`config.mk`:
```
export PLATFORM = sky130hd
export DESIGN_NAME = fma_unit
export DESIGN_NICKNAME = d
export VERILOG_FILES = /design/src/hdl/bf16_pkg.sv /design/src/hdl/fma_ctrl_pkg.sv /design/src/hdl/fma_align_add.sv /design/src/hdl/fma_classify.sv /design/src/hdl/fma_control.sv /design/src/hdl/fma_multiply.sv /design/src/hdl/fma_normalize_round.sv /design/src/hdl/fma_unit.sv
export SDC_FILE = /design/constraint.sdc
export NUM_CORES = 1
export LEC_CHECK = 0
export BUFFER_PORTS_ARGS = -buffer_cell sky130_fd_sc_hd__buf_2
export CAP_MARGIN = 30
export CORE_ASPECT_RATIO = 1.5
export CORE_MARGIN = 2
export CORE_UTILIZATION = 23
export DETAILED_ROUTE_END_ITERATION = 8
export PLACE_DENSITY = 0.38
export SLEW_MARGIN = 15
export SYNTH_ARGS = -nofsm -noshare
export SYNTH_HDL_FRONTEND = slang
export SYNTH_HIERARCHICAL = 1
export SYNTH_SLANG_ARGS = --single-unit
```
`constraint.sdc`:
```
create_clock -name gated_clk -period 22.2 [get_ports gated_clk]
set_input_delay 1.11 -clock gated_clk [delete_from_list [all_inputs] [get_ports gated_clk]]
set_output_delay 1.11 -clock gated_clk [all_outputs]
set_load 0.01 [all_outputs]
```
`src/hdl/bf16_pkg.sv`:
```
`default_nettype none

package bf16_pkg;

    ////////////////////////////////////////////////////////////////////////
    // bf16 field layout
    ////////////////////////////////////////////////////////////////////////

    // sign, 8 exponent bits, 7 stored mantissa bits
    localparam int BF16_EXP_BITS = 8;
    localparam int BF16_MAN_BITS = 7;
    localparam int BF16_BIAS     = 127;

    // product and addend line up in this many bits
    localparam int WIDE_MAN_BITS = 32;

    ////////////////////////////////////////////////////////////////////////
    // datapath vectors
    ////////////////////////////////////////////////////////////////////////

    // raw operand as it arrives
    typedef logic [15:0] bf16_t;

    // result word, fp32 layout
    typedef logic [31:0] fp32_t;

    // working exponent, signed
    // two extra bits so overflow above 255 and underflow below 0 stay visible
    typedef logic signed [BF16_EXP_BITS+1:0] exp_t;

    // 8x8 product with both hidden bits
    typedef logic [2*(BF16_MAN_BITS+1)-1:0] prod_man_t;

    // left-justified product or addend
    typedef logic [WIDE_MAN_BITS-1:0] wide_man_t;

    // carry bit on top, ground bit at the bottom
    typedef logic [WIDE_MAN_BITS+1:0] sum_man_t;

    // leading zeros below the carry bit, 0 to 33
    typedef logic [5:0] lzc_t;

    // canonical quiet nan
    localparam fp32_t CANON_QNAN = 32'h7FC0_0000;

endpackage

`default_nettype wire

```
`src/hdl/fma_ctrl_pkg.sv`:
```
`default_nettype none

package fma_ctrl_pkg;

    // risc-v style operation codes
    // unknown codes run as fmadd
    typedef enum logic [3:0] {
        ADD    = 4'd4,
        MUL    = 4'd5,
        SUB    = 4'd6,
        FMADD  = 4'd7,
        FMSUB  = 4'd8,
        FNMADD = 4'd9,
        FNMSUB = 4'd10
    } fma_op_e;

    // invalid, overflow, underflow, inexact from msb down
    typedef logic [3:0] fpcsr_t;

    // register stages from operand capture to result
    localparam int PIPE_DEPTH = 4;

    // result slots held by the sink
    localparam int RESULT_CREDITS = 4;

    // counts up to RESULT_CREDITS
    typedef logic [2:0] credit_cnt_t;

endpackage

`default_nettype wire

```
`src/hdl/fma_align_add.sv`:
```
`timescale 1ns/1ps
`default_nettype none

module fma_align_add (
    input  logic                gated_clk,
    input  bf16_pkg::wide_man_t prod_man_i,
    input  bf16_pkg::exp_t      prod_exp_i,
    input  logic                prod_sign_i,
    input  bf16_pkg::bf16_t     c_i,
    output bf16_pkg::sum_man_t  sum_man_o,
    output bf16_pkg::exp_t      sum_exp_o,
    output logic                sum_sign_o
);
    import bf16_pkg::*;

    exp_t      c_exp;
    exp_t      big_exp;
    exp_t      exp_n;
    wide_man_t c_man;
    wide_man_t p_man;
    // one carry bit over the aligned width
    logic [WIDE_MAN_BITS:0] raw_sum;
    sum_man_t  sum;
    logic      sign_n;

    ////////////////////////////////////////////////////////////////////////
    // alignment
    ////////////////////////////////////////////////////////////////////////

    always_comb begin
        c_exp = exp_t'({2'b00, c_i[BF16_MAN_BITS +: BF16_EXP_BITS]});
        // hidden bit only for a non-zero c
        c_man = {|c_i[BF16_MAN_BITS +: BF16_EXP_BITS], c_i[BF16_MAN_BITS-1:0],
                 {(WIDE_MAN_BITS-BF16_MAN_BITS-1){1'b0}}};
        p_man = prod_man_i;
        // smaller exponent shifts right, bits below 32 are lost
        if (c_exp < prod_exp_i) begin
            c_man   = c_man >> (prod_exp_i - c_exp);
            big_exp = prod_exp_i;
        end else begin
            p_man   = p_man >> (c_exp - prod_exp_i);
            big_exp = c_exp;
        end
    end

    ////////////////////////////////////////////////////////////////////////
    // add or subtract magnitudes
    ////////////////////////////////////////////////////////////////////////

    always_comb begin
        if (prod_sign_i != c_i[15]) begin
            // larger magnitude keeps its sign
            if (p_man >= c_man) begin
                raw_sum = {1'b0, p_man - c_man};
                sign_n  = prod_sign_i;
            end else begin
                raw_sum = {1'b0, c_man - p_man};
                sign_n  = c_i[15];
            end
        end else begin
            raw_sum = {1'b0, p_man} + {1'b0, c_man};
            sign_n  = prod_sign_i;
        end
        // ground bit catches the bit dropped on carry
        sum   = {raw_sum, 1'b0};
        exp_n = big_exp;
        if (sum[WIDE_MAN_BITS+1]) begin
            sum   = sum >> 1;
            exp_n = big_exp + exp_t'(1);
        end else if (sum == '0) begin
            exp_n = '0;
        end
    end

    // stage 2
    always_ff @(posedge gated_clk) begin
        sum_man_o  <= sum;
        sum_exp_o  <= exp_n;
        sum_sign_o <= sign_n;
    end

endmodule

`default_nettype wire

```
`src/hdl/fma_classify.sv`:
```
`timescale 1ns/1ps
`default_nettype none

module fma_classify (
    input  logic            gated_clk,
    input  logic            reset,
    input  bf16_pkg::bf16_t op_a_i,
    input  bf16_pkg::bf16_t op_b_i,
    input  bf16_pkg::bf16_t op_c_i,
    input  logic            negate_a_i,
    input  logic            negate_c_i,
    input  logic            force_a_one_i,
    input  logic            force_c_zero_i,
    output bf16_pkg::bf16_t a_o,
    output bf16_pkg::bf16_t b_o,
    output bf16_pkg::bf16_t c_o,
    output logic            special_o,
    output bf16_pkg::fp32_t special_result_o,
    output logic            invalid_o
);
    import bf16_pkg::*;
    import fma_ctrl_pkg::*;

    // stages 1 and 2, so the special result meets the datapath at stage 3
    localparam int SPECIAL_DELAY = PIPE_DEPTH - 2;
    // +1.0
    localparam bf16_t BF16_ONE = {1'b0, BF16_EXP_BITS'(BF16_BIAS), BF16_MAN_BITS'(0)};

    // stage 0 operands
    bf16_t a_q;
    bf16_t b_q;
    bf16_t c_q;
    // after sign flips and forced constants
    bf16_t a_mod;
    bf16_t c_mod;
    bf16_t c_s1;
    logic  nan_a, nan_b, nan_c;
    logic  inf_a, inf_b, inf_c;
    logic  zero_a, zero_b;
    logic  prod_sign;
    logic  invalid;
    logic  special;
    fp32_t special_result;
    logic [SPECIAL_DELAY-1:0] special_d;
    logic [SPECIAL_DELAY-1:0] invalid_d;
    fp32_t result_d [SPECIAL_DELAY];

    // stage 0, loaded every cycle
    always_ff @(posedge gated_clk) begin
        a_q <= op_a_i;
        b_q <= op_b_i;
        c_q <= op_c_i;
    end

    always_comb begin
        a_mod = force_a_one_i ? BF16_ONE : {a_q[15] ^ negate_a_i, a_q[14:0]};
        // subnormal c counts as +0
        if (force_c_zero_i || (c_q[14:7] == '0 && c_q[6:0] != '0)) begin
            c_mod = '0;
        end else begin
            c_mod = {c_q[15] ^ negate_c_i, c_q[14:0]};
        end
    end

    // exponent in [14:7], stored mantissa in [6:0]
    always_comb begin
        nan_a  = (&a_mod[14:7]) && (|a_mod[6:0]);
        nan_b  = (&b_q[14:7])   && (|b_q[6:0]);
        nan_c  = (&c_mod[14:7]) && (|c_mod[6:0]);
        inf_a  = (&a_mod[14:7]) && !(|a_mod[6:0]);
        inf_b  = (&b_q[14:7])   && !(|b_q[6:0]);
        inf_c  = (&c_mod[14:7]) && !(|c_mod[6:0]);
        // zero or subnormal
        zero_a = (a_mod[14:7] == '0);
        zero_b = (b_q[14:7] == '0);
        prod_sign = a_mod[15] ^ b_q[15];
        // inf-inf decided from the modified signs
        invalid = nan_a || nan_b || nan_c || (inf_a && zero_b) || (inf_b && zero_a)
                  || ((inf_a || inf_b) && inf_c && (prod_sign != c_mod[15]));
        special = invalid || inf_a || inf_b || inf_c || zero_a || zero_b;
        if (invalid) begin
            special_result = CANON_QNAN;
        end else if (inf_a || inf_b) begin
            special_result = {prod_sign, 8'hFF, 23'h0};
        end else if (inf_c) begin
            special_result = {c_mod[15], 8'hFF, 23'h0};
        end else begin
            // zero product, c passes through widened
            special_result = {c_mod, 16'h0000};
        end
    end

    // c reaches the adder one stage after a and b reach the multiplier
    always_ff @(posedge gated_clk) begin
        c_s1 <= c_mod;
    end

    always_ff @(posedge gated_clk or negedge reset) begin
        if (!reset) begin
            special_d <= '0;
            invalid_d <= '0;
        end else begin
            special_d <= {special_d[SPECIAL_DELAY-2:0], special};
            invalid_d <= {invalid_d[SPECIAL_DELAY-2:0], invalid};
        end
    end

    always_ff @(posedge gated_clk) begin
        result_d[0] <= special_result;
        for (int i = 1; i < SPECIAL_DELAY; i++) begin
            result_d[i] <= result_d[i-1];
        end
    end

    assign a_o              = a_mod;
    assign b_o              = b_q;
    assign c_o              = c_s1;
    assign special_o        = special_d[SPECIAL_DELAY-1];
    assign invalid_o        = invalid_d[SPECIAL_DELAY-1];
    assign special_result_o = result_d[SPECIAL_DELAY-1];

endmodule

`default_nettype wire

```
`src/hdl/fma_control.sv`:
```
`timescale 1ns/1ps
`default_nettype none

module fma_control (
    input  logic                  gated_clk,
    input  logic                  reset,
    input  logic                  in_valid_i,
    input  fma_ctrl_pkg::fma_op_e op_code_i,
    input  logic                  out_credit_i,
    output logic                  in_credit_o,
    output logic                  negate_a_o,
    output logic                  negate_c_o,
    output logic                  force_a_one_o,
    output logic                  force_c_zero_o,
    output logic                  s3_valid_o,
    output logic                  out_valid_o
);
    import fma_ctrl_pkg::*;

    // sink slots still free and not yet granted upstream
    credit_cnt_t credit_cnt;
    // bit n set when stage n holds a live item
    logic [PIPE_DEPTH-1:0] valid_sr;
    // decoded operand modifiers, ahead of stage 0
    logic neg_a;
    logic neg_c;
    logic one_a;
    logic zero_c;

    ////////////////////////////////////////////////////////////////////////
    // credits
    ////////////////////////////////////////////////////////////////////////

    // one grant per cycle while a slot is left
    assign in_credit_o = (credit_cnt != '0);

    always_ff @(posedge gated_clk or negedge reset) begin
        if (!reset) begin
            credit_cnt <= credit_cnt_t'(RESULT_CREDITS);
        end else begin
            // grant and returned slot in the same cycle cancel
            case ({in_credit_o, out_credit_i})
                2'b10:   credit_cnt <= credit_cnt - 1'b1;
                2'b01:   credit_cnt <= credit_cnt + 1'b1;
                default: credit_cnt <= credit_cnt;
            endcase
        end
    end

    ////////////////////////////////////////////////////////////////////////
    // valid pipeline
    ////////////////////////////////////////////////////////////////////////

    // never stalls
    always_ff @(posedge gated_clk or negedge reset) begin
        if (!reset) begin
            valid_sr <= '0;
        end else begin
            valid_sr <= {valid_sr[PIPE_DEPTH-2:0], in_valid_i};
        end
    end

    // stage 2 item gets written into the output register
    assign s3_valid_o  = valid_sr[PIPE_DEPTH-2];
    assign out_valid_o = valid_sr[PIPE_DEPTH-1];

    ////////////////////////////////////////////////////////////////////////
    // operation decode
    ////////////////////////////////////////////////////////////////////////

    always_comb begin
        neg_a  = 1'b0;
        neg_c  = 1'b0;
        one_a  = 1'b0;
        zero_c = 1'b0;
        case (op_code_i)
            FMSUB:  neg_c = 1'b1;
            FNMSUB: neg_a = 1'b1;
            FNMADD: begin
                neg_a = 1'b1;
                neg_c = 1'b1;
            end
            // a becomes +1.0
            ADD:    one_a = 1'b1;
            SUB: begin
                one_a = 1'b1;
                neg_c = 1'b1;
            end
            // c becomes +0
            MUL:    zero_c = 1'b1;
            default: ;
        endcase
    end

    // same edge as the stage 0 operand registers
    always_ff @(posedge gated_clk or negedge reset) begin
        if (!reset) begin
            negate_a_o     <= 1'b0;
            negate_c_o     <= 1'b0;
            force_a_one_o  <= 1'b0;
            force_c_zero_o <= 1'b0;
        end else begin
            negate_a_o     <= neg_a;
            negate_c_o     <= neg_c;
            force_a_one_o  <= one_a;
            force_c_zero_o <= zero_c;
        end
    end

endmodule

`default_nettype wire

```
`src/hdl/fma_multiply.sv`:
```
`timescale 1ns/1ps
`default_nettype none

module fma_multiply (
    input  logic                gated_clk,
    input  bf16_pkg::bf16_t     a_i,
    input  bf16_pkg::bf16_t     b_i,
    output bf16_pkg::wide_man_t prod_man_o,
    output bf16_pkg::exp_t      prod_exp_o,
    output logic                prod_sign_o
);
    import bf16_pkg::*;

    // mantissas with hidden bit
    logic [BF16_MAN_BITS:0] man_a;
    logic [BF16_MAN_BITS:0] man_b;
    exp_t      exp_a;
    exp_t      exp_b;
    prod_man_t prod;
    exp_t      prod_exp;

    always_comb begin
        man_a    = {1'b1, a_i[BF16_MAN_BITS-1:0]};
        man_b    = {1'b1, b_i[BF16_MAN_BITS-1:0]};
        exp_a    = exp_t'({2'b00, a_i[BF16_MAN_BITS +: BF16_EXP_BITS]});
        exp_b    = exp_t'({2'b00, b_i[BF16_MAN_BITS +: BF16_EXP_BITS]});
        prod     = man_a * man_b;
        prod_exp = exp_a + exp_b - exp_t'(BF16_BIAS);
        // no normal product here, flush to zero
        if (prod_exp <= 0) begin
            prod     = '0;
            prod_exp = '0;
        end
        // 1x.xxx bumps the exponent, 01.xxx shifts up one
        if (prod[$bits(prod_man_t)-1]) begin
            prod_exp = prod_exp + exp_t'(1);
        end else begin
            prod = prod << 1;
        end
    end

    // stage 1
    always_ff @(posedge gated_clk) begin
        prod_man_o  <= {prod, {(WIDE_MAN_BITS-$bits(prod_man_t)){1'b0}}};
        prod_exp_o  <= prod_exp;
        prod_sign_o <= a_i[15] ^ b_i[15];
    end

endmodule

`default_nettype wire

```
`src/hdl/fma_normalize_round.sv`:
```
`timescale 1ns/1ps
`default_nettype none

module fma_normalize_round (
    input  logic                 gated_clk,
    input  logic                 reset,
    input  logic                 s3_valid_i,
    input  bf16_pkg::sum_man_t   sum_man_i,
    input  bf16_pkg::exp_t       sum_exp_i,
    input  logic                 sum_sign_i,
    input  logic                 special_i,
    input  bf16_pkg::fp32_t      special_result_i,
    input  logic                 invalid_i,
    output bf16_pkg::fp32_t      result_o,
    output fma_ctrl_pkg::fpcsr_t fpcsr_o
);
    import bf16_pkg::*;

    // leading one sits at bit 32 after the shift
    // 23 fraction bits under it, then guard and round
    localparam int GRD_POS = WIDE_MAN_BITS - 24;
    localparam int EXP_MAX = (1 << BF16_EXP_BITS) - 1;

    lzc_t        lzc;
    sum_man_t    norm;
    exp_t        norm_exp;
    exp_t        final_exp;
    logic [23:0] man_rnd;
    logic        guard;
    logic        round;
    logic        sticky;
    logic        ovf;
    logic        unf;
    logic        inx;
    fp32_t       regular;
    fp32_t       result_n;

    // leading zeros below the carry bit, highest set bit wins
    always_comb begin
        lzc = lzc_t'(WIDE_MAN_BITS + 1);
        for (int i = 0; i <= WIDE_MAN_BITS; i++) begin
            if (sum_man_i[i]) begin
                lzc = lzc_t'(WIDE_MAN_BITS - i);
            end
        end
    end

    ////////////////////////////////////////////////////////////////////////
    // normalize and round to nearest even
    ////////////////////////////////////////////////////////////////////////

    always_comb begin
        norm     = sum_man_i << lzc;
        norm_exp = sum_exp_i - exp_t'(lzc);
        guard    = norm[GRD_POS];
        round    = norm[GRD_POS-1];
        sticky   = |norm[GRD_POS-2:0];
        // tie goes up only on an odd lsb
        man_rnd  = {1'b0, norm[WIDE_MAN_BITS-1:GRD_POS+1]}
                   + 24'(guard & (round | sticky | norm[GRD_POS+1]));
        final_exp = norm_exp;
        // all-ones fraction rolled over, fraction already zero
        if (man_rnd[23]) begin
            final_exp = norm_exp + exp_t'(1);
        end

        ovf = 1'b0;
        unf = 1'b0;
        inx = guard | round | sticky;
        if (final_exp >= exp_t'(EXP_MAX)) begin
            ovf     = 1'b1;
            regular = {sum_sign_i, 8'hFF, 23'h0};
        end else if (final_exp <= 0) begin
            // too small, flushed to signed zero
            unf     = 1'b1;
            inx     = 1'b1;
            regular = {sum_sign_i, 31'h0};
        end else begin
            regular = {sum_sign_i, final_exp[7:0], man_rnd[22:0]};
        end

        if (special_i) begin
            result_n = special_result_i;
            ovf      = 1'b0;
            unf      = 1'b0;
            inx      = 1'b0;
        end else begin
            result_n = regular;
        end
        // no subnormal leaves the unit
        if (result_n[30:23] == 8'h00 && result_n[22:0] != '0) begin
            result_n = '0;
        end
    end

    // stage 3, only live items
    always_ff @(posedge gated_clk or negedge reset) begin
        if (!reset) begin
            result_o <= '0;
            fpcsr_o  <= '0;
        end else if (s3_valid_i) begin
            result_o <= result_n;
            fpcsr_o  <= {invalid_i, ovf, unf, inx};
        end
    end

endmodule

`default_nettype wire

```
`src/hdl/fma_unit.sv`:
```
`timescale 1ns/1ps
`default_nettype none

module fma_unit (
    input  logic                  gated_clk,
    input  logic                  reset,
    input  logic                  in_valid_i,
    input  bf16_pkg::bf16_t       op_a_i,
    input  bf16_pkg::bf16_t       op_b_i,
    input  bf16_pkg::bf16_t       op_c_i,
    input  fma_ctrl_pkg::fma_op_e op_code_i,
    output logic                  in_credit_o,
    input  logic                  out_credit_i,
    output logic                  out_valid_o,
    output bf16_pkg::fp32_t       result_o,
    output fma_ctrl_pkg::fpcsr_t  fpcsr_o
);
    import bf16_pkg::*;

    // stage 0 modifiers
    logic      negate_a;
    logic      negate_c;
    logic      force_a_one;
    logic      force_c_zero;
    logic      s3_valid;
    // modified operands
    bf16_t     a_mod;
    bf16_t     b_mod;
    bf16_t     c_mod;
    // special path, stage 2
    logic      special;
    fp32_t     special_result;
    logic      invalid;
    // stage 1 product
    wide_man_t prod_man;
    exp_t      prod_exp;
    logic      prod_sign;
    // stage 2 sum
    sum_man_t  sum_man;
    exp_t      sum_exp;
    logic      sum_sign;

    fma_control u_control (
        .gated_clk      (gated_clk),
        .reset          (reset),
        .in_valid_i     (in_valid_i),
        .op_code_i      (op_code_i),
        .out_credit_i   (out_credit_i),
        .in_credit_o    (in_credit_o),
        .negate_a_o     (negate_a),
        .negate_c_o     (negate_c),
        .force_a_one_o  (force_a_one),
        .force_c_zero_o (force_c_zero),
        .s3_valid_o     (s3_valid),
        .out_valid_o    (out_valid_o)
    );

    fma_classify u_classify (
        .gated_clk        (gated_clk),
        .reset            (reset),
        .op_a_i           (op_a_i),
        .op_b_i           (op_b_i),
        .op_c_i           (op_c_i),
        .negate_a_i       (negate_a),
        .negate_c_i       (negate_c),
        .force_a_one_i    (force_a_one),
        .force_c_zero_i   (force_c_zero),
        .a_o              (a_mod),
        .b_o              (b_mod),
        .c_o              (c_mod),
        .special_o        (special),
        .special_result_o (special_result),
        .invalid_o        (invalid)
    );

    fma_multiply u_multiply (
        .gated_clk   (gated_clk),
        .a_i         (a_mod),
        .b_i         (b_mod),
        .prod_man_o  (prod_man),
        .prod_exp_o  (prod_exp),
        .prod_sign_o (prod_sign)
    );

    fma_align_add u_align_add (
        .gated_clk   (gated_clk),
        .prod_man_i  (prod_man),
        .prod_exp_i  (prod_exp),
        .prod_sign_i (prod_sign),
        .c_i         (c_mod),
        .sum_man_o   (sum_man),
        .sum_exp_o   (sum_exp),
        .sum_sign_o  (sum_sign)
    );

    fma_normalize_round u_normalize_round (
        .gated_clk        (gated_clk),
        .reset            (reset),
        .s3_valid_i       (s3_valid),
        .sum_man_i        (sum_man),
        .sum_exp_i        (sum_exp),
        .sum_sign_i       (sum_sign),
        .special_i        (special),
        .special_result_i (special_result),
        .invalid_i        (invalid),
        .result_o         (result_o),
        .fpcsr_o          (fpcsr_o)
    );

endmodule

`default_nettype wire

```
* Word-level counts from Yosys, hierarchy flattened
Memory sizes are Yosys's and may differ from the RTL's.
Index checks and enable logic that the tools add are counted.
** Operators by class
- Add/subtract/negate cells :: 14
- Multiply operators :: 1
- Order comparisons :: 5
- Eq/ne operators :: 10
- Shift-type cells :: 3
- Muxes and demuxes :: 70
- Bitwise logic cells :: 8
- Reductions and logical operators :: 47
** Operator list (number)
- $mux W32 :: 8
- $mux W6 :: 32
- $mux W31 :: 3
- $shr A32 B10 Y32 :: 2
- $sub A32 B32 Y32 :: 2
- $mux W10 :: 6
- $mux W16 :: 3
- $shl A34 B6 Y32 :: 1
- $add A32 B32 Y33 :: 1
- $logic_not A33 Y1 :: 1
- $mux W33 :: 1
- $ge A32 B32 Y1 :: 1
- $logic_not A8 Y1 :: 4
- $add A10 B2 Y10 const B :: 3
- $reduce_or A7 Y1 :: 4
- $add A23 B24 Y24 :: 1
- $and A1 B24 Y24 :: 1
- $or A24 B1 Y24 :: 1
- $reduce_and A8 Y1 :: 3
- $reduce_bool A23 Y1 :: 1
- $le A10 B1 Y1 const B :: 2
- $mul A8 B8 Y16 :: 1
- $mux W1 :: 15
- $mux W15 :: 1
- other kinds (26) :: 60
** Word-level totals
- Register bits after elaboration :: 187
- Bits in writable memories :: 64
- Input port bits :: 56
- Output and inout port bits :: 38
- Memories kept :: 1
** Memories
- u_classify.result_d :: words 2, width 32, read ports 2, clocked after memory_dff 0, wr ports 2, RTL line fma_classify.sv:46 : fp32_t result_d [SPECIAL_DELAY];

* Longest topological paths before layout
Gate-level depths: netlist of the first run.
- Depth after elaboration :: 47
- Depth in mapped cells :: 34

* Cells and area by module
The synthesis of the first run kept the hierarchy.
** By module, submodules not included
- fma_align_add :: instances 1, cells each 1528, area an instance 10622.7 µm², sequential area each 880.8 µm²
- fma_normalize_round :: instances 1, cells each 871, area an instance 6214.7 µm², sequential area each 900.9 µm²
- fma_multiply :: instances 1, cells each 432, area an instance 3684.8 µm², sequential area each 540.5 µm²
- fma_classify :: instances 1, cells each 233, area an instance 2895.3 µm², sequential area each 2021.9 µm²
- fma_control :: instances 1, cells each 29, area an instance 407.9 µm², sequential area each 276.5 µm²

* Worst setup path after synthesis of the first run
No wires, ideal clock.
- Kind :: register to register
- Start :: register u_classify.c_s1[7] (netlist: u_classify/c_o[7])
- End :: register u_align_add.sum_exp_o[5]
- Library setup time :: 0.133 ns
- Data arrival time :: 7.140 ns
- Data required time :: 22.067 ns
- Setup slack :: 14.926 ns
- Stages on the path, launching flop included :: 32
- Path buffers :: 2
- Cells stage by stage :: dfxtp_1 > inv_1 > ha_1 > fa_1 > nor2b_1 > o21ai_0 > a21oi_1 > o21ai_0 > a21oi_1 > o21ai_0 > a211oi_1 > ha_1 > clkbuf_1 > nor2_1 > nand2_1 > nor3_1 > nand2b_1 > o21ai_0 > ha_1 > nor4_1 > nand3_1 > a211oi_2 > o41a_1 > buf_6 > nor3_4 > or3_1 > a31oi_1 > xnor2_1 > nand4_1 > or4b_4 > nor4_4 > o21bai_1
** On the way
- Cells in the longest elaborated chain, start to end :: 9
- Elaborated cells between the ends (all ways) :: 19
- Classes of those cells :: 6 x add/sub; 2 x order compare; 2 x shift; 7 x mux; 2 x reduce/logical
** RTL lines
- start: declaration :: RTL line fma_classify.sv:36 : bf16_t c_s1;
- start signal: assignment :: RTL line fma_classify.sv:95 : c_s1 <= c_mod;
- $sub A10 B9 Y10, or another cell as far along :: RTL line fma_align_add.sv:38 : c_man = c_man >> (prod_exp_i - c_exp);
- $shr A32 B10 Y32 (on tied branches) :: RTL line fma_align_add.sv:38, fma_align_add.sv:41
- $mux W32 :: RTL line fma_align_add.sv:37 : if (c_exp < prod_exp_i) begin
- $sub A32 B32 Y32, or another cell as far along :: RTL line fma_align_add.sv:57 : raw_sum = {1'b0, c_man - p_man};
- $mux W32 :: RTL line fma_align_add.sv:53 : if (p_man >= c_man) begin
- $mux W33 :: RTL line fma_align_add.sv:51 : if (prod_sign_i != c_i[15]) begin
- $logic_not A33 Y1 :: RTL line fma_align_add.sv:70 : end else if (sum == '0) begin
- $mux W10 :: RTL line fma_align_add.sv:70
- $mux W10 (*) :: RTL line fma_align_add.sv:67 : if (sum[WIDE_MAN_BITS+1]) begin
- via u_align_add.exp_n[5] :: RTL line fma_align_add.sv:18 : exp_t exp_n;
- end signal: assignment :: RTL line fma_align_add.sv:78 : sum_exp_o <= exp_n;
- end: declaration :: RTL line fma_align_add.sv:11 : output bf16_pkg::exp_t sum_exp_o,
The timed path passes the listed nets; every way through them passes the cells marked *.
A chain may end at the register's enable or synchronous reset.

* Worst setup path after layout of the first run
- Start :: register u_classify.c_s1[7] (netlist: u_classify/c_o[7])
- End :: register u_align_add.sum_exp_o[3]
The elaborated chain is that of the path after synthesis.

==> results.md, run 1 <==
Route:
- In the routed layout, each cell is associated on average with a via count of 5.234.
- In the routed design, unresolved DRC markers number 0.
- After detailed routing, the average wire length per cell comes to 21.95 um.
- The vias after detailed routing is 23125.
- After detailed routing, the total wire length is 96980 um.
- The first-pass detailed-route iteration total is 6.
- The first routing iteration left ~1500 violations.
- In this run the remaining antenna-violating nets after routing total 0.

GRT:
- The initial antenna violation count is 1.
- The global-route total usage across every layer is 0.1773.
- The met3 demand-to-capacity share in global routing is 0.01471.
- The global-route met2 utilization is 0.3463.
- met2 is the most crowded layer.
- The number of global-route vias before repair came to 23582.
- The met1 layer usage reported by global route is 0.1853.
- The sum of overflow across all layers after global routing is 0.
- The largest net degree at the start of global routing is 72.
- The wire length of the first global-routing pass is 145300 um.

Setup path:
- The required time of the worst setup path is around 23 ns.
- Counting stages on the worst path, the most repeated cell is sky130_fd_sc_hd__o21ai_0.
- The depth of the worst register-to-register path is 30.
- The worst register-to-register path ends at u_align_add/sum_exp_o[3].
- The cell with the largest stage delay on the worst path is sky130_fd_sc_hd__o41a_1.
- Setup slack on the worst reg-to-reg path comes out at between 10 and 15 ns.
- The nature of the critical path endpoint is a flip-flop.
- The arrival time reported for the critical path endpoint is 10.60 ns.
- The maximum single-stage delay on the critical path is ~0.85 ns.
- The largest fanout on the critical path is 18.
- STA classifies the critical path startpoint as a flip-flop.
- The worst register-to-register path begins at u_classify/c_o[7].
- The critical path is of the reg -> reg type.

Cells and area:
- The net count of the finished layout is 3356.
- The ratio of cells with drive above 1 in the final layout is 0.1053.
- The repair_antennas step left the layout with diodes totalling 0.
- The area overhead of the layout relative to synthesis is 10.15%.
- The multi-input combinational cells in the finished layout cover a total of 0.01740 mm^2.
- The register area is 0.004622 mm^2.
- The finished layout holds between 4000 and 5000 standard cells, fillers aside.
- Fill cells in the final layout number 11399.

Pwr:
- The power density over the cells is 170.5 mW/mm^2.
- Of the total power, registers draw 0.145.
- Internal power comes to 0.001931 W.
- The fraction of power spent switching nets is 0.5683.
- The share of total power dissipated in the clock network is 0.098.
- The analysis attributes to cell leakage a power of 10.75 nW.
- Summing internal, switching and leakage power gives 0.004474 W.
- Of the total power, combinational logic draws 0.757.
- The worst-case IR drop observed on VDD is 0.07971 mV.
- The power dissipated by switching net loads is roughly 0.0025 W.

Clock tree:
- The total of hold buffers inserted after clock tree synthesis is 0.
- The clock buffer count from CTS is 27.
- Clock latency on the worst-skew pair, taken at its later pin, is 0.60 ns.
- CTS built an H-tree with a depth of 1.
- TritonCTS built the clock tree.
- Once the clock tree was built, the resizer swapped 0 gates to a different size.
- The number of sinks on the clock net is 218.
- Clock-pin slew was measured on the worst setup and hold paths at 0.06 ns.
- The root buffer cell is sky130_fd_sc_hd__clkbuf_16.
- No sink is reached through more buffers than the 3 on the longest clock path.
- After clock tree synthesis, the setup repair step added 0 buffers.

Timing:
- The remaining max-slew budget at the tightest pin is 0.3025.
- The transition time at the pin with the least slew margin is 1.042 ns.
- The number of max-slew violations in the final report is 0.
- For this run, the top clock speed supported by timing is between 90 and 100 MHz.
- Adding up every negative setup slack in the final design gives 0 ns.
- The worst hold slack after final layout is 0.3244 ns.
- Setup violations remaining at the end of the flow were counted as 0.
- The final hold violation count is 0.
- Dividing the final minimum period by the clock period gives 0.4581.
- Setup repair after global routing left no endpoint under its margin.
- The setup clock skew after layout is 0.03184 ns.
- The final critical-path required period is 10.17 ns.

Yosys:
- The Yosys step of the flow raised 6 warnings.
- The number of cells produced by synthesis is 3091.
- The synthesized cell area is 0.02381 mm^2.
- The average cell area after synthesis is 7.704 um^2.

Floorplan:
- For this configuration, the core starts out at a cell density of 0.2319.
- The width of the chip is roughly 270 um.
- The floorplan step set the die height to 398.1 um.
- The die covers 0.1062 mm^2.
- The I/O pin count is 94.
- The floorplan has 144 rows.
- The area inside the core boundary is 0.1027 mm^2.

Place:
- The placed cell count is 4365.
- After legalization and detailed placement, the total HPWL measured about 80000 um.
- The congestion estimate from routability-driven global placement came to 0.9453.
- The count of input and output buffers is 93.

Min path:
- For hold timing, the worst endpoint is u_classify/result_d[0][63].
- The start point of the worst hold path is u_classify/result_d[0][31].
- Along the worst hold path, the cell count comes to 0.
- The type of the worst min-delay path is reg -> reg.

Run status:
- The run finished with clean final reports.

Run:
- The count of maximum capacitance violations is 0.
-- state kept, by name, summed over array words and instances (netlist names), 4 cells and up --
register	flops
u_align_add/sum_man_o	33
u_classify/c_o	16
u_classify/c_q	16
u_classify/a_q	16
u_multiply/prod_man_o	16
u_normalize_round/fpcsr_o	4
u_classify/result_d	32
u_normalize_round/result_o	32
u_control/valid_sr	4
u_align_add/sum_exp_o	10
u_classify/b_o	16
u_multiply/prod_exp_o	10
-- how the worst max path moves through the flow --
stage	startpoint	to	slack, ns
2_1_floorplan	u_classify/c_o[7]	u_align_add/sum_exp_o[5]	14.93
3_3_place_gp	u_classify/c_o[7]	u_align_add/sum_exp_o[9]	12.39
3_5_place_dp	u_classify/c_o[7]	u_align_add/sum_exp_o[3]	12.17
4_1_cts	u_classify/c_o[7]	u_align_add/sum_exp_o[3]	12.13
5_1_grt	u_classify/c_o[7]	u_align_add/sum_exp_o[3]	11.16
6_report	u_classify/c_o[7]	u_align_add/sum_exp_o[3]	12.03
-- worst max-delay path, delay by kind of cell, from the launching register on --
family                   cells  cell delay, ns
flip-flops                   1            0.38
AO/OA/AOI/OAI               10            2.87
buffers and inverters        2            0.31
AND/OR/NAND/NOR             12            4.38
multiplexers                 2            0.53
adder cells (fa/ha/maj)      4            1.49
-- routing by layer --
metal | up-vias | wire length [um]
met4 | 0 | 5978
met3 | 216 | 3091
met5 | - | 0
met1 | 11115 | 35810
met2 | 656 | 52100
li1 | 11138 | -
-- layout by cell type, fill, tap and decap left out, types with 17 or more instances in the layout --
cell type and instances:
sky130_fd_sc_hd__nor2_1 291, sky130_fd_sc_hd__nand2_1 268, sky130_fd_sc_hd__inv_1 222, sky130_fd_sc_hd__a21oi_1 212
sky130_fd_sc_hd__ha_1 172, sky130_fd_sc_hd__dfxtp_1 167, sky130_fd_sc_hd__o21ai_0 139, sky130_fd_sc_hd__buf_2 96
sky130_fd_sc_hd__mux2i_1 83, sky130_fd_sc_hd__xnor2_1 70, sky130_fd_sc_hd__nand3_1 70, sky130_fd_sc_hd__nor3_1 68
sky130_fd_sc_hd__and2_1 65, sky130_fd_sc_hd__a211oi_1 60, sky130_fd_sc_hd__nor2b_1 51, sky130_fd_sc_hd__dfrtp_1 49
sky130_fd_sc_hd__nor4_1 47, sky130_fd_sc_hd__o211ai_1 45, sky130_fd_sc_hd__fa_1 43, sky130_fd_sc_hd__nand4_1 41
sky130_fd_sc_hd__and3_1 40, sky130_fd_sc_hd__nand2b_1 38, sky130_fd_sc_hd__buf_4 37, sky130_fd_sc_hd__a21o_1 36
sky130_fd_sc_hd__o31ai_1 36, sky130_fd_sc_hd__a31oi_1 33, sky130_fd_sc_hd__conb_1 32, sky130_fd_sc_hd__clkbuf_16 28
sky130_fd_sc_hd__o21ai_1 25, sky130_fd_sc_hd__xor2_1 24, sky130_fd_sc_hd__o22ai_1 23, sky130_fd_sc_hd__or3_1 22
sky130_fd_sc_hd__mux2_2 22, sky130_fd_sc_hd__or2_2 21, sky130_fd_sc_hd__a221oi_1 21, sky130_fd_sc_hd__mux4_2 20
sky130_fd_sc_hd__a22o_1 20, sky130_fd_sc_hd__or4_1 17
-- power by group through the flow --
stage / Clock, W / Combinational, W / Sequential, W
final: 0.000438 / 0.00339 / 0.000648
after global routing: 0.000468 / 0.00367 / 0.000667
after CTS: 0.000459 / 0.00334 / 0.000650
after detailed placement: 0 / 0.00333 / 0.000658
after global placement: 0 / 0.00335 / 0.000659
after floorplan: 0 / 0.00236 / 0.000595
-- through the flow --
step                      instance area (um^2)  setup slack, ns  utilization
after floorplan                          23930            14.93            -
after global placement                   25260            12.39       0.2460
after detailed placement                 25320            12.17       0.2465
after CTS                                26200            12.13       0.2551
after global routing                     26230            11.16       0.2554
final                                    26230            12.03       0.2554
-- area by class of cell --
class / instances / area share
clock inverters: 14 / 0.004961
multi-input cells: 2467 / 0.6635
inverters: 231 / 0.03325
repair buffers: 138 / 0.03081
flip-flops and latches: 218 / 0.1762
clock buffers: 36 / 0.02862
well taps: 1314 / 0.06268
Power figures use the tool's default switching activity.
==> run 2: changes to the inputs <==
--- a/config.mk
+++ b/config.mk
@@ -5,6 +5,7 @@
 export SDC_FILE = /design/constraint.sdc
 export NUM_CORES = 1
 export LEC_CHECK = 0
+export ABC_AREA = 1
 export BUFFER_PORTS_ARGS = -buffer_cell sky130_fd_sc_hd__buf_2
 export CAP_MARGIN = 30
 export CORE_ASPECT_RATIO = 1.5
==> constraint.sdc (replaced) <==
create_clock -name gated_clk -period 9.36 [get_ports gated_clk]
set_input_delay 0.468 -clock gated_clk [delete_from_list [all_inputs] [get_ports gated_clk]]
set_output_delay 0.468 -clock gated_clk [all_outputs]
set_load 0.01 [all_outputs]
==> run 2 against run 1 <==
- die area grew 12%
- wire length is 18% higher
- maximum frequency is 33% higher
- global-route usage grew 1.2 points
- cell count increased by 40%
- highest routed layer unchanged
- largest cell class unchanged
- sequential share of layout area is 2.1 points lower
- clock skew down 0.0029 ns
- worst hold slack worse by 0.27 ns
- worst setup slack worse by 10 ns
- synthesized area up 12%
- register-to-register slack worse by 10 ns
==> results.md, run 2 <==
Cells and area:
- The area overhead of the layout relative to synthesis is 11.70%.
- The number of flip-flops under the largest register name is 33.
- In the layout the commonest cells are sky130_fd_sc_hd__nand2_1 (1532), sky130_fd_sc_hd__inv_1 (638), sky130_fd_sc_hd__nand3_1 (572), sky130_fd_sc_hd__nor2_1 (377), sky130_fd_sc_hd__ha_1 (173).
- The largest registers in the layout are u_align_add/sum_man_o x33, u_classify/result_d x32, u_normalize_round/result_o x32.
- The ratio of cells with drive above 1 in the final layout is 0.07546.
- The leading cell type in the layout, fill and taps excluded is sky130_fd_sc_hd__nand2_1.
- The repair_antennas step left the layout with diodes totalling 0.
- The register bank with the most flops is u_align_add/sum_man_o.
- For this run, the post-layout net count is 4889.

Timing:
- The transition time at the pin with the least slew margin is 0.8445 ns.
- The final cycle utilization of the critical path is 0.8166.
- The final hold violation count came to 0.
- The final total negative setup slack is 0 ns.
- The number of max-slew violations in the final report is 0.
- The maximum clock rate is between 100 and 150 MHz.
- The setup clock skew after layout is 0.02896 ns.
- The final critical-path required period is ~7.6 ns.
- Headroom to the max-slew limit came out at 0.4311.
- Setup repair after global routing left no endpoint under its margin.
- Setup violations remaining at the end of the flow were counted as 0.

Setup path:
- The required time of the worst setup path is 9.85 ns.
- The largest fanout on the critical path is 39.
- The start point of the critical path is u_classify/c_o[7].
- The worst setup path is launched from a flip-flop.
- Among all stages on the critical path, the largest delay is contributed by sky130_fd_sc_hd__o21ai_0.
- The critical path ends at u_align_add/sum_exp_o[3].
- The arrival time reported for the critical path endpoint is 8.13 ns.
- The maximum single-stage delay on the critical path is 0.73 ns.
- The nature of the critical path endpoint is a flip-flop.
- For flop-to-flop paths, the worst setup slack is around 1.7 ns.
- In this run the critical register-to-register path is launched from u_classify/c_o[7].
- The endpoint of the most critical register-to-register path is u_align_add/sum_exp_o[3].
- Counting stages on the worst path, the most repeated cell is sky130_fd_sc_hd__nand2_1.
- The depth of the worst register-to-register path is 34.
- The classification of the worst setup path is reg -> reg.

GRT:
- Global routing finished with a remaining overflow of 0.
- The global-route total usage across every layer is 0.1891.
- In the global route stage, met1 resource usage came out at 0.1860.
- The number of global-route vias before repair was around 29000.
- The global-route met2 utilization is 0.3816.
- The wire length of the first global-routing pass is 170900 um.
- In the global route stage, met3 resource usage came out at 0.01284.
- The layer carrying the most global-route usage is met2.
- The initial antenna violation count is 0.
- Entering global routing, the biggest net connects 54 pins.

Floorplan:
- The y dimension of the die is 420.7 um.
- The width of the chip is about 280 um.
- The region available for standard cell placement spans 0.1147 mm^2.
- The I/O pin count is 94.
- The number of rows created at floorplan is between 150 and 200.
- For this configuration, the core starts out at a cell density of 0.2322.
- The die covers around 0.12 mm^2.

Min path:
- The worst hold path belongs to the class in -> reg.
- The startpoint identified for the worst hold timing path is op_code_i[0].

Yosys:
- After synthesis the cells add up to 0.02663 mm^2.
- The cell count after synthesis came out at 4581.
- The average instance in the mapped netlist occupies 5.813 um^2.
- The count of warnings emitted by yosys is 6.

Route:
- After detailed routing, the average wire length per cell comes to ~18 um.
- The number of DRC markers in iteration 0 is 1639.
- In this run the remaining antenna-violating nets after routing total 0.
- For this run, design rule violations remaining after detail routing come to 0.
- The sum of routed wire length over all layers is 114000 um.
- The detail-routed via count per cell is 4.594.
- The vias after detailed routing is approximately 28000.
- The first detailed-routing pass took 6 iterations.

Clock tree:
- No sink is reached through more buffers than the 3 on the longest clock path.
- The root buffer cell is sky130_fd_sc_hd__clkbuf_16.
- TritonCTS built the clock tree.
- In this run the number of H-tree levels came out at 1.
- The number of sinks on the clock net is 218.
- The clock slew seen by the registers of the worst setup and hold paths is 0.06 ns.
- Clock tree synthesis inserted a total of 28 buffers.
- The later pin in the worst-skew pair is clocked with a latency of 0.61 ns.

Place:
- The congestion estimate from routability-driven global placement came to 0.9202.
- In this run the tool buffered the top-level ports with 93 buffer cells.
- Once detailed placement completed, the half-perimeter wirelength came to 95720 um.

Run:
- The count of maximum capacitance violations is 0.

Run status:
- The run finished with clean final reports.
## run 2: worst max-delay path, delay by kind of cell (launching register included)
family / cells / cell delay (ns)
flip-flops: 1 / 0.38
AO/OA/AOI/OAI: 2 / 1.02
buffers and inverters: 5 / 0.89
adder cells (fa/ha/maj): 4 / 1.45
AND/OR/NAND/NOR: 23 / 3.72
## run 2: how the worst min path moves through the flow
stage	slack [ns]	end	cells past startpoint
global route	0.03	u_control/force_a_one_o	2
floorplan	0.17	u_classify/invalid_d[0]	0
finish	0.05	u_control/force_a_one_o	2
global placement	0.31	u_classify/result_d[0][50]	0
detailed placement	0.31	u_classify/result_d[0][53]	0
CTS	0.009	u_control/force_a_one_o	2
## run 2: final cells by class
class,count,area [um^2]
fill,13279,84930
multi-input combinational,3511,18320
sequential,218,4622
inverter,675,2544
tap,1540,1927
timing repair buffer,182,1325
clock buffer,34,785.8
clock inverter,18,225.2
## run 2: per-layer routing
| layer | routed length [um] | vias up |
|---|---|---|
| met4 | 7519 | 0 |
| li1 | - | 14476 |
| met1 | 41030 | 13077 |
| met2 | 62840 | 579 |
| met3 | 2593 | 251 |
| met5 | 0 | - |
## run 2: through the flow
stage / worst slack [ns] / cells / cell area (um^2) / util / hold WS [ns]
6_report: 1.716 / 6178 / 29750 / 0.2594 / 0.05158
5_1_grt: 0.8886 / 6178 / 29750 / 0.2594 / 0.03235
4_1_cts: 1.682 / 6175 / 29710 / 0.2590 / 0.008623
3_5_place_dp: 1.697 / 6073 / 28200 / 0.2459 / 0.3121
3_3_place_gp: 1.692 / 6070 / 28140 / 0.2454 / 0.3118
2_1_floorplan: 3.918 / 4611 / 26740 / - / 0.1724
## run 2: repair_timing
action / CTS / global route
setup buffers: 0 / 0
endpoints found under the hold margin: 82 / 0
gates resized for setup: 0 / 0
setup endpoints to repair: 0 / 0
hold buffers: 50 / 0
Power of run 2 is left out: the tool's default activity adds up to more than one toggle a clock period on the data nets, which glitch-free logic cannot reach.
==> run 3: changes to the inputs <==
==> constraint.sdc (replaced) <==
create_clock -name gated_clk -period 7.1 [get_ports gated_clk]
set_input_delay 0.355 -clock gated_clk [delete_from_list [all_inputs] [get_ports gated_clk]]
set_output_delay 0.355 -clock gated_clk [all_outputs]
set_load 0.01 [all_outputs]
==> run 3 against run 2 <==
- worst setup slack worse by 1.2 ns
- sequential share of layout area is 0.53 points lower
- largest cell class unchanged
- wire length is 2.8% higher
- critical endpoint is now u_align_add/sum_exp_o[0]
- critical path type unchanged
==> results.md, run 3 (same netlist as run 2, synthesis figures left out) <==
Timing:
- At the pin with the least slew margin, the transition time is between 0.9 and 1 ns.
- For the finished layout, the period the worst path requires is 6.570 ns.
- The final hold violation count is 0.
- In the finished design, the share of the clock period the worst path needs comes to 0.9254.
- The final total negative setup slack is 0 ns.
- Setup repair after global routing left no endpoint under its margin.
- The number of endpoints failing setup at the final stage is 0.
- The number of max-slew violations in the final report was 0.
- For the final database, setup skew stands at between 0.02 and 0.025 ns.
- In this run the tightest slew margin relative to its limit is 0.3659.
- Derived from the worst setup path, the maximum achievable clock frequency is 152.2 MHz.

Run status:
- The run finished with clean final reports.

Setup path:
- At the worst endpoint, the required time is 7.57 ns.
- The maximum single-stage delay on the critical path is 0.45 ns.
- On the critical path, the stage with the largest delay is an instance of sky130_fd_sc_hd__ha_1.
- The worst setup path is captured at a flip-flop.
- The most numerous cell type found on the critical path is sky130_fd_sc_hd__nand2_1.
- In this run the worst path has a maximum fanout of 25.
- STA classifies the critical path startpoint as a flip-flop.
- Data arrives at the worst endpoint at 7.04 ns.
- The critical path is of the reg -> reg type.

GRT:
- The global-route total usage across every layer is 0.1951.
- The largest net degree at the start of global routing is 54.
- The initial antenna violation count is 0.
- The wire length of the first global-routing pass is 175500 um.
- The number of global-route vias before repair is between 20000 and 30000.
- The total overflow left after global routing is 0.

Clock tree:
- The clock slew seen by the registers of the worst setup and hold paths is 0.06 ns.
- The clock buffer count from CTS is 29.
- The root buffer cell is sky130_fd_sc_hd__clkbuf_16.
- The number of setup buffers added after CTS is 0.
- The tree built by TritonCTS fans out to 218 sinks.
- The number of H-tree levels is 1.
- The maximum clock insertion buffer count is 3.
- TritonCTS built the clock tree.
- The clock latency reported for the late side of the worst-skew pair is 0.59 ns.

Route:
- The final routed DRC violation total is 0.
- Across all layers, the routed design uses just under 30000 vias.
- The number of DRC markers in iteration 0 is 1379.
- Before antenna repair, the detailed router went through 7 iterations.
- The detail-routed via count per cell is 4.580.
- Dividing the detail-routed wire length by the instance count gives 18.57 um.
- For this block, the routed nets add up to 117100 um of wire.
- In this run the remaining antenna-violating nets after routing total 0.

Floorplan:
- The floorplan step set the die width to 281.8 um.
- The initial cell density of the core is 0.2322.
- The y dimension of the die is 420.7 um.
- In this run the core area contains about 150 standard-cell rows.
- The I/O pin count is 94.
- The area inside the core boundary is 0.1147 mm^2.
- The die covers 0.1186 mm^2.

Cells and area:
- Leaving out fill and tap cells, the most frequent cells in the layout are sky130_fd_sc_hd__nand2_1 (1531), sky130_fd_sc_hd__inv_1 (638), sky130_fd_sc_hd__nand3_1 (569), sky130_fd_sc_hd__nor2_1 (373), sky130_fd_sc_hd__ha_1 (171).
- Ranked by flip-flop count, first place goes to u_align_add/sum_man_o.
- The register with the most flip-flops in the layout has 33 of them.
- Leaving out fill and tap cells, the most frequent cell in the layout is sky130_fd_sc_hd__nand2_1.
- The area growth from synthesis to layout is 15.64%.
- The ratio of cells with drive above 1 in the final layout is 0.1023.
- The number of inserted diodes is 0.
- Measured on the finished design, the core utilization comes to 0.2685.
- After the last flow step, the layout net total stands at approximately 5000.
- The largest registers in the layout are u_align_add/sum_man_o x33, u_classify/result_d x32, u_normalize_round/result_o x32.
- The non-filler instance count after layout is ~6300.

Place:
- After detailed placement, the design holds a cell count of 6201.
- Once detailed placement completed, the half-perimeter wirelength came to 99850 um.
- The count of input and output buffers is between 90 and 100.
- The final weighted congestion in routability-driven placement is 0.9602.

Run:
- The tool flagged a number of max-cap violations equal to 0.

Min path:
- The tightest min-delay check is of the in -> reg type.
==> run 3: layout make-up <==
class,count,area [um^2]
Fill cell,13252,83880
Multi-Input combinational cell,3511,18400
Sequential cell,218,4622
Inverter,675,2546
Timing Repair Buffer,310,2311
Tap cell,1540,1927
Clock buffer,41,840.8
Clock inverter,13,153.9
==> run 3: per-layer routing <==
layer | track usage | share of wire | vias up
met5 | 0 | 0 | -
met4 | 0.1119 | 0.066 | 0
met3 | 0.01146 | 0.021 | 277
met2 | 0.4006 | 0.56 | 571
met1 | 0.1875 | 0.35 | 13323
li1 | - | - | 14722
==> run 3: metrics by stage <==
step                instance area (um^2)  hold slack (ns)  setup slack, ns
detailed placement                 29170           0.3136          0.04365
global placement                   29150           0.3120          0.01433
global route                       30800          0.05670          0.02480
CTS                                30690        0.0001493         0.004739
floorplan                          26740          0.05941            1.658
finish                             30800          0.05583           0.5300
==> run 3: repair_timing <==
item,in CTS,in global routing
gates resized for setup,0,24
hold buffers,52,0
hold endpoints to repair,101,0
setup endpoints to repair,0,13
==> run 3: worst max-delay path, delay by kind of cell (launching register included) <==
| kind | cells | cell delay [ns] |
|---|---|---|
| AND/OR/NAND/NOR | 27 | 3.88 |
| buffers and inverters | 8 | 1.01 |
| adder cells (fa/ha/maj) | 2 | 0.83 |
| flip-flops | 1 | 0.40 |
| AO/OA/AOI/OAI | 1 | 0.29 |
==> run 3: worst paths after layout <==
kind	end	cells past startpoint	from	slack [ns]
max in group asynchronous	u_classify/special_d[1]	3	reset	6.15
setup / recovery	u_align_add/sum_exp_o[0]	38	u_multiply/prod_exp_o[7]	0.53
min in group asynchronous	u_normalize_round/result_o[10]	3	reset	0.43
hold / removal	u_control/negate_a_o	4	op_code_i[2]	0.06
setup reg to reg	u_align_add/sum_exp_o[0]	38	u_multiply/prod_exp_o[7]	0.53
hold reg to reg	u_classify/result_d[0][51]	0	u_classify/result_d[0][19]	0.31
Power of run 3 is left out for the same reason.
